[config.mk]
export PLATFORM = sky130hd
export DESIGN_NAME = lsu_top
export DESIGN_NICKNAME = d
export VERILOG_FILES = /design/src/design/lsu_pkg.sv /design/src/design/lsu_top.sv /design/src/design/lsu_rdata_align.sv /design/src/design/lsu_txn_ctrl.sv /design/src/design/lsu_req_gen.sv
export SDC_FILE = /design/constraint.sdc
export NUM_CORES = 1
export LEC_CHECK = 0
export ABC_CLOCK_PERIOD_IN_PS = 3900
export BUFFER_PORTS_ARGS = -buffer_cell sky130_fd_sc_hd__clkbuf_2
export CORE_ASPECT_RATIO = 0.9
export CORE_MARGIN = 5
export CORE_UTILIZATION = 45
export CTS_BUF_LIST = sky130_fd_sc_hd__clkbuf_4
export DETAILED_ROUTE_END_ITERATION = 6
export PLACE_DENSITY = 0.75
export SETUP_SLACK_MARGIN = 0.2
export SYNTH_ARGS = -nofsm -noshare
export SYNTH_HDL_FRONTEND = slang
export SYNTH_SLANG_ARGS = --single-unit
[constraint.sdc]
create_clock -name clk -period 3.9 [get_ports clk]
set_input_delay 0.195 -clock clk [delete_from_list [all_inputs] [get_ports clk]]
set_output_delay 0.195 -clock clk [all_outputs]
set_load 0.03 [all_outputs]
[src/design/lsu_pkg.sv]
// Load/store unit shared widths, outstanding depth, access size enum and response-stage control

package lsu_pkg;

  //////////////////////////////////////////////////////////////////////
  // Widths
  //////////////////////////////////////////////////////////////////////

  // Data and address width
  localparam int unsigned LSU_XLEN  = 32;

  // Byte lanes per bus word
  localparam int unsigned LSU_BE_W  = LSU_XLEN / 8;

  // Byte offset inside a word
  localparam int unsigned LSU_OFS_W = $clog2(LSU_BE_W);

  //////////////////////////////////////////////////////////////////////
  // Outstanding transfers
  //////////////////////////////////////////////////////////////////////

  // Max bus transfers granted but not yet answered
  localparam int unsigned LSU_DEPTH = 2;

  // Counter must hold 0 up to LSU_DEPTH
  localparam int unsigned LSU_CNT_W = $clog2(LSU_DEPTH + 1);

  //////////////////////////////////////////////////////////////////////
  // Access size and response-stage control
  //////////////////////////////////////////////////////////////////////

  // Encoding follows the funct3 size field of RISC-V loads and stores
  typedef enum logic [1:0] {
    LSU_BYTE = 2'b00,
    LSU_HALF = 2'b01,
    LSU_WORD = 2'b10
  } lsu_size_e;

  // Travels with each granted transfer until its response comes back
  typedef struct packed {
    // Access size of the instruction
    lsu_size_e              size;
    // Sign extend byte and halfword loads
    logic                   sign_ext;
    // Store, response carries no load data
    logic                   we;
    // Byte offset of the original address
    logic [LSU_OFS_W-1:0]   offset;
    // Low only for the first transfer of a split access
    logic                   last;
  } lsu_wb_ctrl_t;

endpackage
[src/design/lsu_top.sv]
// Load/store unit top level: request generator, transfer control and load data alignment

`timescale 1ns/1ps

module lsu_top import lsu_pkg::*;
(
  input  logic                  clk,
  input  logic                  rst_n,

  // EX side, held stable until ready_0_o
  input  logic                  valid_0_i,
  input  lsu_size_e             size_i,
  input  logic                  we_i,
  input  logic                  sign_ext_i,
  input  logic [LSU_XLEN-1:0]   op_a_i,
  input  logic [LSU_XLEN-1:0]   op_b_i,
  input  logic [LSU_XLEN-1:0]   wdata_i,
  output logic                  ready_0_o,
  output logic                  split_0_o,

  // Data bus, request channel
  output logic                  data_req_o,
  input  logic                  data_gnt_i,
  output logic [LSU_XLEN-1:0]   data_addr_o,
  output logic                  data_we_o,
  output logic [LSU_BE_W-1:0]   data_be_o,
  output logic [LSU_XLEN-1:0]   data_wdata_o,

  // Data bus, response channel
  input  logic                  data_rvalid_i,
  input  logic [LSU_XLEN-1:0]   data_rdata_i,
  input  logic                  data_err_i,

  // WB side
  output logic                  valid_1_o,
  output logic [LSU_XLEN-1:0]   rdata_1_o,
  output logic                  err_1_o,
  output logic                  busy_o
);

  // Grant of the current address phase
  logic                  accept;
  logic [LSU_OFS_W-1:0]  phase_offset;
  // Oldest outstanding transfer
  lsu_wb_ctrl_t          head;

  // Write enable goes straight to the bus
  assign data_we_o = we_i;

  lsu_req_gen i_lsu_req_gen (
    .clk       (clk),
    .rst_n     (rst_n),
    .valid_i   (valid_0_i),
    .size_i    (size_i),
    .we_i      (we_i),
    .op_a_i    (op_a_i),
    .op_b_i    (op_b_i),
    .wdata_i   (wdata_i),
    .accept_i  (accept),
    .addr_o    (data_addr_o),
    .be_o      (data_be_o),
    .wdata_o   (data_wdata_o),
    .split_o   (split_0_o),
    .offset_o  (phase_offset)
  );

  lsu_txn_ctrl i_lsu_txn_ctrl (
    .clk        (clk),
    .rst_n      (rst_n),
    .valid_i    (valid_0_i),
    .split_i    (split_0_o),
    .size_i     (size_i),
    .we_i       (we_i),
    .sign_ext_i (sign_ext_i),
    .offset_i   (phase_offset),
    .gnt_i      (data_gnt_i),
    .rvalid_i   (data_rvalid_i),
    .err_i      (data_err_i),
    .req_o      (data_req_o),
    .accept_o   (accept),
    .ready_o    (ready_0_o),
    .busy_o     (busy_o),
    .head_o     (head),
    .valid_1_o  (valid_1_o),
    .err_1_o    (err_1_o)
  );

  lsu_rdata_align i_lsu_rdata_align (
    .clk       (clk),
    .rst_n     (rst_n),
    .rvalid_i  (data_rvalid_i),
    .rdata_i   (data_rdata_i),
    .head_i    (head),
    .rdata_o   (rdata_1_o)
  );

endmodule

[src/design/lsu_rdata_align.sv]
// Load data alignment: split word assembly, byte and halfword selection, sign or zero extension

`timescale 1ns/1ps

module lsu_rdata_align import lsu_pkg::*;
(
  input  logic                  clk,
  input  logic                  rst_n,

  // Bus response
  input  logic                  rvalid_i,
  input  logic [LSU_XLEN-1:0]   rdata_i,

  // Control of the transfer being answered
  input  lsu_wb_ctrl_t          head_i,

  // Aligned and extended load data
  output logic [LSU_XLEN-1:0]   rdata_o
);

  // Word returned by the first phase of a split load
  logic [LSU_XLEN-1:0]     rdata_q;

  // Current response is the second half of a split access
  logic                    split_resp;

  // Two words side by side, shifted down to the offset
  logic [2*LSU_XLEN-1:0]   window;
  logic [LSU_XLEN-1:0]     word;

  //////////////////////////////////////////////////////////////////////
  // First-phase data
  //////////////////////////////////////////////////////////////////////

  always_ff @(posedge clk or negedge rst_n)
  begin
    if (!rst_n)
    begin
      rdata_q <= '0;
    end
    else if (rvalid_i && !head_i.last && !head_i.we)
    begin
      rdata_q <= rdata_i;
    end
  end

  //////////////////////////////////////////////////////////////////////
  // Alignment
  //////////////////////////////////////////////////////////////////////

  // Same rule as in the request generator, applied to the stored offset
  always_comb
  begin
    case (head_i.size)
      LSU_WORD: split_resp = (head_i.offset != '0);
      LSU_HALF: split_resp = (head_i.offset == '1);
      default:  split_resp = 1'b0;
    endcase
  end

  // Split: upper bytes of the first word, then low bytes of the second
  // Otherwise a plain rotate right of the response by the offset
  assign window = {rdata_i, (split_resp ? rdata_q : rdata_i)} >> {head_i.offset, 3'b000};
  assign word   = window[LSU_XLEN-1:0];

  //////////////////////////////////////////////////////////////////////
  // Extension
  //////////////////////////////////////////////////////////////////////

  always_comb
  begin
    case (head_i.size)
      LSU_BYTE:
      begin
        rdata_o = {{(LSU_XLEN-8){head_i.sign_ext & word[7]}}, word[7:0]};
      end
      LSU_HALF:
      begin
        rdata_o = {{(LSU_XLEN-16){head_i.sign_ext & word[15]}}, word[15:0]};
      end
      default:
      begin
        rdata_o = word;
      end
    endcase
  end

endmodule

[src/design/lsu_txn_ctrl.sv]
// Transfer control: outstanding counter, request and ready, response control queue, WB outputs

`timescale 1ns/1ps

module lsu_txn_ctrl import lsu_pkg::*;
(
  input  logic                  clk,
  input  logic                  rst_n,

  // EX side
  input  logic                  valid_i,
  input  logic                  split_i,
  input  lsu_size_e             size_i,
  input  logic                  we_i,
  input  logic                  sign_ext_i,
  input  logic [LSU_OFS_W-1:0]  offset_i,

  // Bus handshake
  input  logic                  gnt_i,
  input  logic                  rvalid_i,
  input  logic                  err_i,

  output logic                  req_o,
  output logic                  accept_o,
  output logic                  ready_o,
  output logic                  busy_o,

  // Control of the oldest outstanding transfer
  output lsu_wb_ctrl_t          head_o,

  // WB side
  output logic                  valid_1_o,
  output logic                  err_1_o
);

  // Granted transfers still waiting for rvalid
  logic [LSU_CNT_W-1:0]  cnt_q;
  logic [LSU_CNT_W-1:0]  cnt_d;

  // In-order queue with one entry per outstanding transfer
  lsu_wb_ctrl_t          queue_q [LSU_DEPTH];
  lsu_wb_ctrl_t          push_entry;

  // One bit pointers into the two entries
  logic                  wr_ptr_q;
  logic                  rd_ptr_q;

  //////////////////////////////////////////////////////////////////////
  // Request side
  //////////////////////////////////////////////////////////////////////

  // At full count a response in this cycle frees a slot for a new request
  assign req_o    = valid_i && ((cnt_q < LSU_DEPTH) || rvalid_i);
  assign accept_o = req_o && gnt_i;

  // EX is done once its last address phase is granted
  assign ready_o  = accept_o && !split_i;

  // Something in flight or about to be
  assign busy_o   = (cnt_q != '0) || req_o;

  //////////////////////////////////////////////////////////////////////
  // Outstanding counter
  //////////////////////////////////////////////////////////////////////

  // A grant at full count always comes with a response, so LSU_DEPTH is the top
  always_comb
  begin
    case ({accept_o, rvalid_i})
      2'b10:   cnt_d = cnt_q + 1'b1;
      2'b01:   cnt_d = cnt_q - 1'b1;
      default: cnt_d = cnt_q;
    endcase
  end

  always_ff @(posedge clk or negedge rst_n)
  begin
    if (!rst_n)
    begin
      cnt_q <= '0;
    end
    else
    begin
      cnt_q <= cnt_d;
    end
  end

  //////////////////////////////////////////////////////////////////////
  // Response-stage control queue
  //////////////////////////////////////////////////////////////////////

  always_comb
  begin
    push_entry.size     = size_i;
    push_entry.sign_ext = sign_ext_i;
    push_entry.we       = we_i;
    push_entry.offset   = offset_i;
    // First phase of a split is never the last transfer
    push_entry.last     = !split_i;
  end

  // Write pointer steps on each push, read pointer on each pop
  always_ff @(posedge clk or negedge rst_n)
  begin
    if (!rst_n)
    begin
      wr_ptr_q <= 1'b0;
      rd_ptr_q <= 1'b0;
    end
    else
    begin
      if (accept_o)
      begin
        wr_ptr_q <= !wr_ptr_q;
      end
      if (rvalid_i)
      begin
        rd_ptr_q <= !rd_ptr_q;
      end
    end
  end

  // At full count a push lands in the slot popped in the same cycle
  always_ff @(posedge clk)
  begin
    if (accept_o)
    begin
      queue_q[wr_ptr_q] <= push_entry;
    end
  end

  assign head_o = queue_q[rd_ptr_q];

  //////////////////////////////////////////////////////////////////////
  // WB outputs
  //////////////////////////////////////////////////////////////////////

  // One valid per instruction with the response of its last transfer
  assign valid_1_o = rvalid_i && head_o.last;

  // Errors are flagged on any response including a first split phase
  assign err_1_o   = rvalid_i && err_i;

endmodule

[src/design/lsu_req_gen.sv]
// Request generator: address adder, split detection, phase register, byte enables, store rotation

`timescale 1ns/1ps

module lsu_req_gen import lsu_pkg::*;
(
  input  logic                  clk,
  input  logic                  rst_n,

  // EX side instruction
  input  logic                  valid_i,
  input  lsu_size_e             size_i,
  input  logic                  we_i,
  input  logic [LSU_XLEN-1:0]   op_a_i,
  input  logic [LSU_XLEN-1:0]   op_b_i,
  input  logic [LSU_XLEN-1:0]   wdata_i,

  // Current address phase granted on the bus
  input  logic                  accept_i,

  // Request fields
  output logic [LSU_XLEN-1:0]   addr_o,
  output logic [LSU_BE_W-1:0]   be_o,
  output logic [LSU_XLEN-1:0]   wdata_o,

  // First phase of a misaligned access that needs a second transfer
  output logic                  split_o,
  // Byte offset of the access in both phases
  output logic [LSU_OFS_W-1:0]  offset_o
);

  // High during the second address phase of a split access
  logic                      phase_q;

  logic [LSU_XLEN-1:0]       addr_sum;
  logic [LSU_OFS_W-1:0]      ofs;

  // Lanes of the access before shifting to its offset
  logic [LSU_BE_W-1:0]       be_base;
  // Lanes spread over two words with the second phase on top
  logic [2*LSU_BE_W-1:0]     be_wide;

  // Store data twice for rotation by shifting
  logic [2*LSU_XLEN-1:0]     wdata_dbl;

  //////////////////////////////////////////////////////////////////////
  // Address generation
  //////////////////////////////////////////////////////////////////////

  // Second phase goes to the next word, so add four on top of the operands
  assign addr_sum = op_a_i + op_b_i + {{(LSU_XLEN-3){1'b0}}, phase_q, 2'b00};

  // Adding four keeps the low bits, so the offset is valid in both phases
  assign ofs      = addr_sum[LSU_OFS_W-1:0];
  assign offset_o = ofs;

  // Second phase is issued word aligned, its lanes start at byte 0
  assign addr_o = phase_q ? {addr_sum[LSU_XLEN-1:LSU_OFS_W], {LSU_OFS_W{1'b0}}} : addr_sum;

  //////////////////////////////////////////////////////////////////////
  // Split detection and phase tracking
  //////////////////////////////////////////////////////////////////////

  // Word at any nonzero offset or halfword crossing into the next word
  always_comb
  begin
    split_o = 1'b0;
    if (valid_i && !phase_q)
    begin
      case (size_i)
        LSU_WORD: split_o = (ofs != '0);
        LSU_HALF: split_o = (ofs == '1);
        default:  split_o = 1'b0;
      endcase
    end
  end

  // Cleared while no instruction is presented, so a new one starts in phase one
  always_ff @(posedge clk or negedge rst_n)
  begin
    if (!rst_n)
    begin
      phase_q <= 1'b0;
    end
    else if (!valid_i)
    begin
      phase_q <= 1'b0;
    end
    else if (accept_i)
    begin
      // First grant of a split moves on and the second grant returns to idle
      phase_q <= split_o;
    end
  end

  //////////////////////////////////////////////////////////////////////
  // Byte enables
  //////////////////////////////////////////////////////////////////////

  always_comb
  begin
    case (size_i)
      LSU_BYTE: be_base = LSU_BE_W'(1);
      LSU_HALF: be_base = LSU_BE_W'(3);
      default:  be_base = '1;
    endcase
  end

  // Shift lanes to the offset; lanes pushed past byte 3 belong to the next word
  assign be_wide = {{LSU_BE_W{1'b0}}, be_base} << ofs;

  assign be_o = phase_q ? be_wide[2*LSU_BE_W-1:LSU_BE_W] : be_wide[LSU_BE_W-1:0];

  //////////////////////////////////////////////////////////////////////
  // Store data
  //////////////////////////////////////////////////////////////////////

  // Rotate left by the byte offset
  // Bytes wrapped into the low lanes are the ones the second phase writes
  assign wdata_dbl = {wdata_i, wdata_i} << {ofs, 3'b000};

  // Loads put zero on the write data lines
  assign wdata_o = we_i ? wdata_dbl[2*LSU_XLEN-1:LSU_XLEN] : '0;

endmodule

# Word level (Yosys, flattened, before mapping)
# Memories as Yosys holds them, arrays and structs flattened.
# Index checks and enable logic that the tools add are counted.
# op_classes
add_sub_neg,4
magnitude_cmp,1
eq_ne,9
n_shift,3
muxes,14
bitwise,2
reduce_logical,22
# ops
cell,n
32-bit two-way mux,2
32-bit case mux with 2 select lines,1
64-bit by 5-bit << shifter with 64-bit output,1
64-bit by 5-bit >> shifter with 32-bit output,1
32-bit by 3-bit adder with 32-bit output,1
32-bit adder,1
2-bit equality test (second input constant),5
1-bit logical AND,8
4-bit case mux with 2 select lines,1
2-bit nonzero test,4
4-bit by 2-bit << shifter with 8-bit output,1
2-bit by 1-bit equality test with 1-bit output (second input constant),3
1-bit logical NOT,6
1-bit two-way mux,5
2-bit logical NOT,2
4-bit two-way mux,1
1-bit case mux with 2 select lines,2
2-bit case mux with 2 select lines,1
2-bit by 1-bit adder with 2-bit output (second input constant),1
1-bit AND,2
1-bit logical OR,2
2-bit < comparator (second input constant),1
2-bit two-way mux,1
2-bit by 1-bit != test with 1-bit output (second input constant),1
2-bit by 1-bit subtractor with 2-bit output (second input constant),1
# totals
regBits,37
mem_bits_rw,14
output_inout_bits,107
n_memories,1
# memory_table
memory,depth,width,rd,rd_ports_with_merged_regs,wr,line,source
i_lsu_txn_ctrl.queue_q,2,7,1,0,1,lsu_txn_ctrl.sv:41,lsu_wb_ctrl_t queue_q [LSU_DEPTH];

# Logic depth before layout (Yosys ltp)
# Gate-level depths: netlist (run 1).
# depth
word_depth,7
depth_mapped,14
ltp_nobuf,12

# By module
# A second synthesis (run 1) with hierarchy kept.
# hier_totals
hier_cells,725
hier_area_um2,6787.8
# by_module_without_submodules
module,instances,cells_per_inst,area_each_um2
lsu_req_gen,1,389,3389.5
lsu_rdata_align,1,290,2650.0
lsu_txn_ctrl,1,45,740.7
lsu_top,1,1,7.5

# Least setup slack after synthesis (run 1)
# No wires, ideal clock.
# synth_path
path_kind,reg-to-output
startpoint,register i_lsu_txn_ctrl.rd_ptr_q
endpoint,output port rdata_1_o[21]
arrival_time_ps,3135
setup_slack_ps,570
stages_incl_launch_ff,13
n_path_buf,2
cell_sequence,dfrtp_1 -> buf_6 -> mux2i_1 -> inv_1 -> ha_1 -> a21boi_2 -> o21ai_2 -> mux2_2 -> a221o_1 -> and3_4 -> a31oi_4 -> buf_6 -> o21ai_2
# synth_via
elab_chain_len,7
# synth_rtl
element,line,source
"start, declared",lsu_txn_ctrl.sv:46,logic rd_ptr_q;
"start signal, assigned",lsu_txn_ctrl.sv:118,rd_ptr_q <= !rd_ptr_q;
memory 2 x 7 bit *,-,
"2-bit equality test, or another cell as far along",lsu_rdata_align.sv:56,LSU_HALF: split_resp = (head_i.offset == '1);
1-bit case mux with 2 select lines,lsu_rdata_align.sv:54,case (head_i.size)
32-bit two-way mux,lsu_rdata_align.sv:63,"assign window = {rdata_i, (split_resp ? rdata_q : rdata_i)} >> {head_i.offset, 3'b000};"
64-bit by 5-bit >> shifter with 32-bit output,lsu_rdata_align.sv:63,
"1-bit AND, on equally long branches","lsu_rdata_align.sv:79, lsu_rdata_align.sv:75",
32-bit case mux with 2 select lines *,lsu_rdata_align.sv:72,case (head_i.size)
"end, declared",lsu_top.sv:36,"output logic [LSU_XLEN-1:0] rdata_1_o,"
# Mark *: on every way between the ends. The rest lies on a longest branch, timed or not.

# Worst setup path after layout (run 1)
# layout_path
startpoint,register i_lsu_req_gen.phase_q
endpoint,output port data_addr_o[25]
# layout_via
elab_chain_len,1
# layout_rtl
element,line,source
"start, declared",lsu_req_gen.sv:33,logic phase_q;
"start signal, assigned",lsu_req_gen.sv:92,phase_q <= split_o;
32-bit by 3-bit adder with 32-bit output,lsu_req_gen.sv:51,"assign addr_sum = op_a_i + op_b_i + {{(LSU_XLEN-3){1'b0}}, phase_q, 2'b00};"
"end, declared",lsu_top.sv:24,"output logic [LSU_XLEN-1:0] data_addr_o,"
# Every way passes these cells.

==> results of run 1 <==
## power by group through the flow
stage / registers (uW) / logic, uW / clock network (uW)
6_report: 740 / 3170 / 226
5_1_grt: 757 / 3410 / 250
4_1_cts: 735 / 3110 / 236
3_5_place_dp: 748 / 3080 / 0
3_3_place_gp: 742 / 3040 / 0
2_1_floorplan: 716 / 2460 / 0
## cell type report
| class | instances | area (sq um) | share of cell area |
|---|---|---|---|
| well taps | 172 | 215 | 0.0280 |
| clock inverters | 2 | 12.5 | 0.00163 |
| multi-input cells | 556 | 4810 | 0.625 |
| repair buffers | 262 | 1390 | 0.181 |
| clock buffers | 6 | 45.0 | 0.00585 |
| flip-flops and latches | 43 | 1150 | 0.149 |
| inverters | 20 | 75.1 | 0.00976 |
## cells by family after synthesis
kind of cell	after synthesis	synth area share
muxes	111	0.250
buffers and inverters	87	0.0739
adders and majority gates	70	0.142
xor gates and xnor gates	33	0.0459
and+or+nand+nor	189	0.147
DFF	43	0.182
AOI/OAI and AO/OA	153	0.159
## path summary, 6_finish.rpt
| check | from | to | depth (start not counted) |
|---|---|---|---|
| max in group asynchronous | rst_n | i_lsu_req_gen.phase_q$_DFFE_PN0P_ | 2 |
| min in group asynchronous | rst_n | i_lsu_rdata_align.rdata_q[12]$_DFFE_PN0P_ | 2 |
| setup reg to reg | i_lsu_txn_ctrl.cnt_q[1]$_DFFE_PN0P_ | i_lsu_txn_ctrl.queue_q[0][6]$_DFFE_PP_ | 3 |
| setup / recovery | i_lsu_req_gen.phase_q$_DFFE_PN0P_ | data_addr_o[25] | 13 |
| hold reg to reg | i_lsu_txn_ctrl.wr_ptr_q$_DFFE_PN0P_ | i_lsu_txn_ctrl.wr_ptr_q$_DFFE_PN0P_ | 1 |
| hold / removal | sign_ext_i | i_lsu_txn_ctrl.queue_q[0][4]$_DFFE_PP_ | 1 |
## timing repair
action                                 in CTS  in global routing
hold buffers                                1                  0
setup buffers                               4                  1
gates resized for setup                     7                 34
setup endpoints to repair                  23                 26
endpoints found under the hold margin      29                  0
pin swaps                                   4                 11
## sequential cells by signal, indices dropped and copies added (netlist names)
| name | flops |
|---|---|
| i_lsu_rdata_align.rdata_q | 24 |
| i_lsu_txn_ctrl.queue_q | 14 |
| i_lsu_txn_ctrl.cnt_q | 2 |
| i_lsu_req_gen.phase_q | 1 |
| i_lsu_txn_ctrl.rd_ptr_q | 1 |
| i_lsu_txn_ctrl.wr_ptr_q | 1 |
## per-stage QoR
stage          std cells  instance area, sq um
2_1_floorplan        686                  6290
3_3_place_gp        1047                  7450
3_5_place_dp        1047                  7450
4_1_cts             1060                  7570
5_1_grt             1061                  7690
6_report            1061                  7690
## metal layers
layer  up-vias  track usage
met5         -            0
met2       231        0.345
met1      2699        0.252
met3        21       0.0421
met4         0       0.0426
li1       2911            -
## cell usage in the layout (no fill, tap or decap), drive strengths merged, types with 3 or more instances in the layout
cell type	count
o21ai	44
ha	68
nor3	5
inv	20
mux2	29
and2	33
nand3	10
nand2	51
nor2b	9
or2	6
a21oi	54
dfrtp	29
xor2	12
clkbuf	244
nand2b	5
buf	23
mux4	33
a21boi	4
xnor2	21
nor2	49
o211ai	5
or3	3
and3	6
a21o	12
a221oi	8
o21a	4
edfxtp	14
nand4	4
mux2i	49
o311ai	7
==> reports/results.md, run 1 <==
| Item | This run | Unit |
|---|---|---|
| Most used flip-flop cell after synthesis | dfrtp_1 | - |
| Sequential cell fraction of total power | 0.179 | - |
| Relative contribution of combinational cells to total power | 0.767 | - |
| Worst-case setup margin in the final layout | 0.349 | ns |
| Aggregate global-route resource usage | 0.197 | - |
| Tightest slew margin relative to the limit | 0.233 | - |
| H-tree depth reported by CTS | 2 | - |
| Net Switching | 2240 | uW |
| Die Span Y | 122 | um |
| Number of antenna violations at the first check in global routing | 0 | - |
| Highest metal layer with signal wires | met4 | - |
| Pin count of the biggest net entering global routing | 48 | - |
| Unrepaired setup endpoints after global routing | true | - |
| Worst setup path category | flip-flop to output pin | - |
| Routability cong. | 0.847 | - |
| Synth area leader | ha_1 | - |
| Count of endpoints failing hold in the final timing report | 0 | - |
| Synth warnings | 0 | - |
| Post-synth design cell area | 6290 | sq um |
| Worst-case register-to-register setup slack | 2.02 | ns |
| Layout cells sized above 1 | 0.418 | - |
| Clock latency of the later-clocked register in the worst-skew pair | 0.36 | ns |
| Cell internal pwr | 1900 | uW |
| Buffer levels on the longest clock path | 2 | - |
| DR DRC count | 0 | - |
| Placeable Area | 13900 | sq um |
| Final setup vio count | 0 | - |
| Post-synthesis register bit count | 43 | - |
| Register area share after synthesis | 0.182 | - |
| Slew @ Worst Pin | 1.13 | ns |
| Max rail drop VDD | 307 | uV |
| TritonCTS clock tree | yes | - |
| Layout net count | 1096 | - |
| Gate Count Post-Synth | 686 | - |
| Wire length of the first global-routing pass | 27100 | um |
| Layout Area Growth over Synthesis | 22.2 | % |
| Worst Path Arrival | 3.36 | ns |
| Post-Route M1 WL | 7090 | um |
| First drt pass iteration count | 4 | - |
| Number of global-route vias before repair | 5735 | - |
| Final sum of negative setup slack | 0 | ns |
| Cell-by-cell listing of the critical path | inv_2, fa_1, inv_1, ha_1, nor2b_2, o31a_1, o31ai_4, a21oi_2, o21a_1, a21o_1, a21boi_2, xnor2_2, buf_4 | - |
| WP data required | 3.70 | ns |
| Met3 layer wire length in the routed design | 1330 | um |
| Most common cell in the synthesized netlist | ha_1 | - |
| Fill cells | 1295 | - |
| Run status | finished, final reports clean | - |
| Mean routed wirelength per cell | 16.1 | um |
| Power Density | 538 | nW/um^2 |
| Worst-case clock skew | 0.0137 | ns |
| Class of the most critical hold timing path | input pin to flip-flop | - |
| Critical path startpoint category | flip-flop | - |
| Largest fanout on the critical path | 4 | - |
| Initial cell density of the core | 0.454 | - |
| Minimum clock period after layout | 3.55 | ns |
| Ranking of synthesized cells by area | ha_1 (14%), mux4_2 (12%), dfrtp_1 (12%) | - |
| Post-synthesis async set-or-reset flop share | 0.674 | - |
| Width of the chip | 135 | um |
| Ranking of synthesized cells by instance count | ha_1 (68), a21oi_1 (54), nand2_1 (51) | - |
| Residual antenna-violating net count after detailed routing | 0 | - |
| Fraction of synthesized cell area taken by the top area cell type | 0.135 | - |
| Switching share of total power | 0.542 | - |
| Part of the power in the clock network | 0.055 | - |
| Core Rows | 41 | - |
| Number of buffer cells added on primary ports | 244 | - |
| Leakage | 0.00389 | uW |
| Slowest cell on the critical path | dfrtp_1 | - |
| Core utilization of the finished layout | 0.556 | - |
| Syn_nets | 894 | - |
| Io pins | 245 | - |
| Clock-pin slew reported for the worst setup and hold paths after clock tree synthesis | 0.12 | ns |
| Antenna Diode Count | 0 | - |
| Root buffer selected by CTS | clkbuf_4 | - |
| Number of sinks handled by clock tree synthesis | 43 | - |
| Placement Setup Slack | 0.399 | ns |
| Total Routed Length | 17100 | um |
| Worst hold slack across all endpoints | 0.0347 | ns |
| Number of vias after detailed routing | 5862 | - |
| Critical path endpoint category | output pin | - |
| Final Max Slew Viols | 0 | - |
| CTS Buf Count | 5 | - |
| Post-synth EDFFs | 14 | - |
| Critical path buffer and inverter count | 3 | - |
| Grt ovf | 0 | - |
| Avg Inst Size Synth | 9.18 | sq um |
| Die area | 16500 | sq um |
| Number of unique standard cell types used by synthesis | 62 | - |
| Delay contributed by the slowest stage of the critical path | 0.38 | ns |
| DP HPWL | 13800 | um |
| Number of violations reported at the end of detailed-routing iteration 0 | 275 | - |
| Category of cells accounting for the largest share of critical-path delay | compound AO/OA/AOI/OAI gates | - |
| Via-per-instance ratio | 5.52 | - |
| Max-capacitance violation count | 0 | - |
| Final period utilization | 0.910 | - |
| Highest attainable clock frequency | 282 | MHz |
| Total power of the final layout | 4140 | uW |
| Detailed-routed wire length on met2 | 8400 | um |
Note: power is estimated with default switching activity, not from simulation.
==> inputs of run 2 (changes only) <==
--- a/config.mk
+++ b/config.mk
@@ -12,8 +12,9 @@
 export CORE_UTILIZATION = 45
 export CTS_BUF_LIST = sky130_fd_sc_hd__clkbuf_4
 export DETAILED_ROUTE_END_ITERATION = 6
-export PLACE_DENSITY = 0.75
+export PLACE_DENSITY = 0.74
 export SETUP_SLACK_MARGIN = 0.2
 export SYNTH_ARGS = -nofsm -noshare
 export SYNTH_HDL_FRONTEND = slang
+export SYNTH_HIERARCHICAL = 1
 export SYNTH_SLANG_ARGS = --single-unit
==> run 2 against run 1 <==
Core utilization grew 0.41 points. Area after synthesis grew 7.8%. Final cell count grew 7.9%. Via count grew 13%. Worst setup slack lost 0.034 ns. Clock power grew 29%. Hold slack gained 0.0056 ns. Highest routed layer is now met5. First-iteration DRC count grew 34%.
==> reports/results.md, run 2 <==
| Item | This run | Unit | Change |
|---|---|---|---|
| Ranking of synthesized cells by area | mux4_2 (13%), ha_1 (13%), dfrtp_1 (11%) | - |  |
| Leading cell type in the layout, fill and taps excluded | clkbuf_2 | - |  |
| Post-synth design cell area | 6790 | sq um | +7.8% |
| Avg Inst Size Synth | 9.36 | sq um | +2.0% |
| Inst Count DP | 1129 | - | +7.8% |
| Worst Path Arrival | 3.39 | ns | +0.03 ns |
| Most used flip-flop cell after synthesis | dfrtp_1 | - |  |
| Fraction of synthesized cell area taken by the top area cell type | 0.129 | - | -0.00576 |
| Startpoint of the most critical setup path | i_lsu_req_gen/phase_q$_DFFE_PN0P_ | - |  |
| Number of unique standard cell types used by synthesis | 81 | - | +31% |
| Pin count of the biggest net entering global routing | 46 | - | -4.2% |
| Ranking of synthesized cells by instance count | ha_1 (68), nand2_1 (49), nor2_1 (48) | - |  |
| Critical path endpoint category | output pin | - |  |
| Core Rows | 42 | - | +2.4% |
| Critical path startpoint category | flip-flop | - |  |
| Layout cells sized above 1 | 0.409 | - | -0.00979 |
| TritonCTS clock tree | yes | - |  |
| Total Routed Length | 18500 | um | +8.7% |
| Io pins | 245 | - | unchanged |
| Endpoint of the worst-slack reg-to-reg timing path | i_lsu_rdata_align/rdata_q[20]$_DFFE_PN0P_ | - |  |
| Most frequent cells in the layout | clkbuf_2 (242), ha_1 (67), nand2_1 (49) | - |  |
| Minimum clock period after layout | 3.58 | ns | +0.0342 ns |
| Die area | 17600 | sq um | +7.2% |
| Width of the chip | 139 | um | +3.6% |
| Antenna Diode Count | 0 | - | unchanged |
| Worst flop-to-flop path startpoint | i_lsu_txn_ctrl/rd_ptr_q$_DFFE_PN0P_ | - |  |
| First drt pass iteration count | 5 | - | +1 |
| Number of violations reported at the end of detailed-routing iteration 0 | 368 | - | +34% |
| Mean routed wirelength per cell | 16.2 | um | +0.71% |
| Aggregate global-route resource usage | 0.195 | - | -0.00275 |
| Slew @ Worst Pin | 0.845 | ns | -0.281 ns |
| Worst-case setup margin in the final layout | 0.315 | ns | -0.0342 ns |
| Gate Count Post-Synth | 725 | - | +5.7% |
| DP HPWL | 15200 | um | +10% |
| Max rail drop VDD | 338 | uV | +10% |
| Worst Reg-to-Reg Cells | 4 | - | +1 |
| Register area share after synthesis | 0.169 | - | -0.0132 |
| Die Span Y | 127 | um | +3.5% |
| Tightest slew margin relative to the limit | 0.435 | - | +0.202 |
| Wire length of the first global-routing pass | 29500 | um | +8.8% |
| Layout Area Growth over Synthesis | 21.8 | % |  |
| Final sum of negative setup slack | 0 | ns | unchanged |
| Worst setup path category | flip-flop to output pin | - |  |
| Root buffer selected by CTS | clkbuf_4 | - |  |
| Power Density | 543 | nW/um^2 | +0.83% |
| Hold path startpoint | sign_ext_i | - |  |
| Number of buffer cells added on primary ports | 244 | - | unchanged |
| Largest Register | i_lsu_rdata_align/rdata_q | - |  |
| Post-synthesis register bit count | 43 | - | unchanged |
| Cell Area, Placed | 8080 | sq um | +8.4% |
| Number of sinks handled by clock tree synthesis | 43 | - | unchanged |
| Highest attainable clock frequency | 279 | MHz | -0.95% |
| Final setup vio count | 0 | - | unchanged |
| DR DRC count | 0 | - | unchanged |
| Number of flip-flops under the largest register name | 24 | - | unchanged |
| Capturing element of the worst setup path | data_addr_o[24] | - |  |
| Placement Setup Slack | 0.514 | ns | +0.115 ns |
| Largest fanout on the critical path | 6 | - | +2 |
| Worst-case register-to-register setup slack | 2.04 | ns | +0.02 ns |
| Core utilization of the finished layout | 0.560 | - | +0.00409 |
| Class of the most critical hold timing path | input pin to flip-flop | - |  |
| Post-synthesis async set-or-reset flop share | 0.674 | - | unchanged |
| Routability cong. | 0.950 | - | +12% |
| CTS Buf Count | 5 | - | unchanged |
| Placeable Area | 14800 | sq um | +6.6% |
| Most common cell in the synthesized netlist | ha_1 | - |  |
| Count of endpoints failing hold in the final timing report | 0 | - | unchanged |
| Residual antenna-violating net count after detailed routing | 0 | - | unchanged |
| Number of vias after detailed routing | 6608 | - | +13% |
| Via-per-instance ratio | 5.77 | - | +4.5% |
| Synth area leader | mux4_2 | - |  |
| Buffer levels on the longest clock path | 2 | - | unchanged |
| Initial cell density of the core | 0.460 | - | +0.00520 |
| Layout net count | 1154 | - | +5.3% |
| Clock latency of the later-clocked register in the worst-skew pair | 0.35 | ns | about the same |
| H-tree depth reported by CTS | 2 | - | unchanged |
| Number of antenna violations at the first check in global routing | 1 | - | +1 |
| Worst-case clock skew | 0.0136 | ns | -0.000144 ns |
| Run status | finished, final reports clean | - |  |
| Final standard cell count with taps included and fillers excluded | 1145 | - | +7.9% |
| Final period utilization | 0.919 | - | +0.00878 |
| Max-capacitance violation count | 0 | - | unchanged |
| Leakage | 0.00397 | uW | +2.0% |
| Unrepaired setup endpoints after global routing | true | - |  |
| Post-synth EDFFs | 14 | - | unchanged |
| Syn_nets | 933 | - | +4.4% |
| Synth warnings | 6 | - | +6 |
| Grt ovf | 0 | - | unchanged |
| Final Max Slew Viols | 0 | - | unchanged |
| Number of global-route vias before repair | 6207 | - | +8.2% |
| WP data required | 3.70 | ns | about the same |
| Largest registers | i_lsu_rdata_align/rdata_q (24), i_lsu_txn_ctrl/queue_q (14), i_lsu_txn_ctrl/cnt_q (2) | - |  |
| Clock-pin slew reported for the worst setup and hold paths after clock tree synthesis | 0.14 | ns | +0.02 ns |
| Finished Cell Area | 8260 | sq um | +7.4% |
==> run 2: cell families (layout without fill, tap and decap cells) <==
family / after synthesis / after routing / share of synthesized area
compound gates: 171 / 171 / 0.183
xor+xnor: 31 / 31 / 0.0400
fa+ha+maj: 70 / 70 / 0.131
buf+inv: 74 / 296 / 0.0544
flops: 43 / 43 / 0.169
mux: 113 / 113 / 0.248
simple gates: 223 / 223 / 0.175
==> run 2: through the flow <==
stage / total power [uW] / hold slack [ns]
after floorplan: 3320 / -0.101
after global placement: 4080 / 0.315
after detailed placement: 4120 / 0.309
after CTS: 4430 / 0.0188
after global routing: 4780 / 0.0157
final: 4480 / 0.0403
==> run 2: power breakdown <==
| part | leakage, uW | total, uW | internal, uW | switching (uW) |
|---|---|---|---|---|
| clock network | 0.0000432 | 291 | 135 | 156 |
| logic | 0.00346 | 3430 | 1310 | 2120 |
| registers | 0.000472 | 758 | 634 | 124 |
==> run 2: area by class of cell <==
type | count | area (sq um)
clock buffer | 5 | 37.5
inverter | 24 | 90.1
clock inverter | 3 | 42.5
tap | 198 | 248
multi-input combinational | 608 | 5310
timing repair buffer | 264 | 1390
sequential | 43 | 1150
fill | 1338 | 6500
==> run 2: routing by layer <==
metal	vias up	GRT usage	routed length (um)
li1	3203	-	-
met1	3126	0.255	7830
met2	245	0.335	8930
met3	32	0.0422	1420
met4	2	0.0380	342
met5	-	0	13
==> run 2: worst min path at each step <==
stage | slack [ns] | end | cells after the start
final | 0.04 | i_lsu_txn_ctrl/queue_q[0][4]$_DFFE_PP_ | 1
after global routing | 0.02 | i_lsu_txn_ctrl/queue_q[0][4]$_DFFE_PP_ | 1
after CTS | 0.02 | i_lsu_txn_ctrl/queue_q[1][4]$_DFFE_PP_ | 1
after global placement | 0.32 | i_lsu_rdata_align/rdata_q[27]$_DFFE_PN0P_ | 1
after detailed placement | 0.31 | i_lsu_rdata_align/rdata_q[27]$_DFFE_PN0P_ | 1
after floorplan | -0.10 | i_lsu_rdata_align/rdata_q[10]$_DFFE_PN0P_ | 0
==> run 2: critical path, cell delays in order (launching register included) <==
cell       delay (ns)
dfrtp_1          0.37
inv_1            0.07
fa_2             0.56
inv_1            0.06
ha_1             0.31
a211oi_2         0.25
o21ai_1          0.12
a21oi_2          0.27
a2111oi_4        0.12
or2b_4           0.31
a41oi_2          0.22
xnor2_1          0.14
clkbuf_2         0.23
==> run 2: repair_timing <==
action / CTS / global route
gates resized for setup: 3 / 10
endpoints found under the setup margin: 11 / 18
buffers inserted: 1 / 6
pin swaps: 1 / 3
endpoints found under the hold margin: 29 / 0
hold buffers: 1 / 0
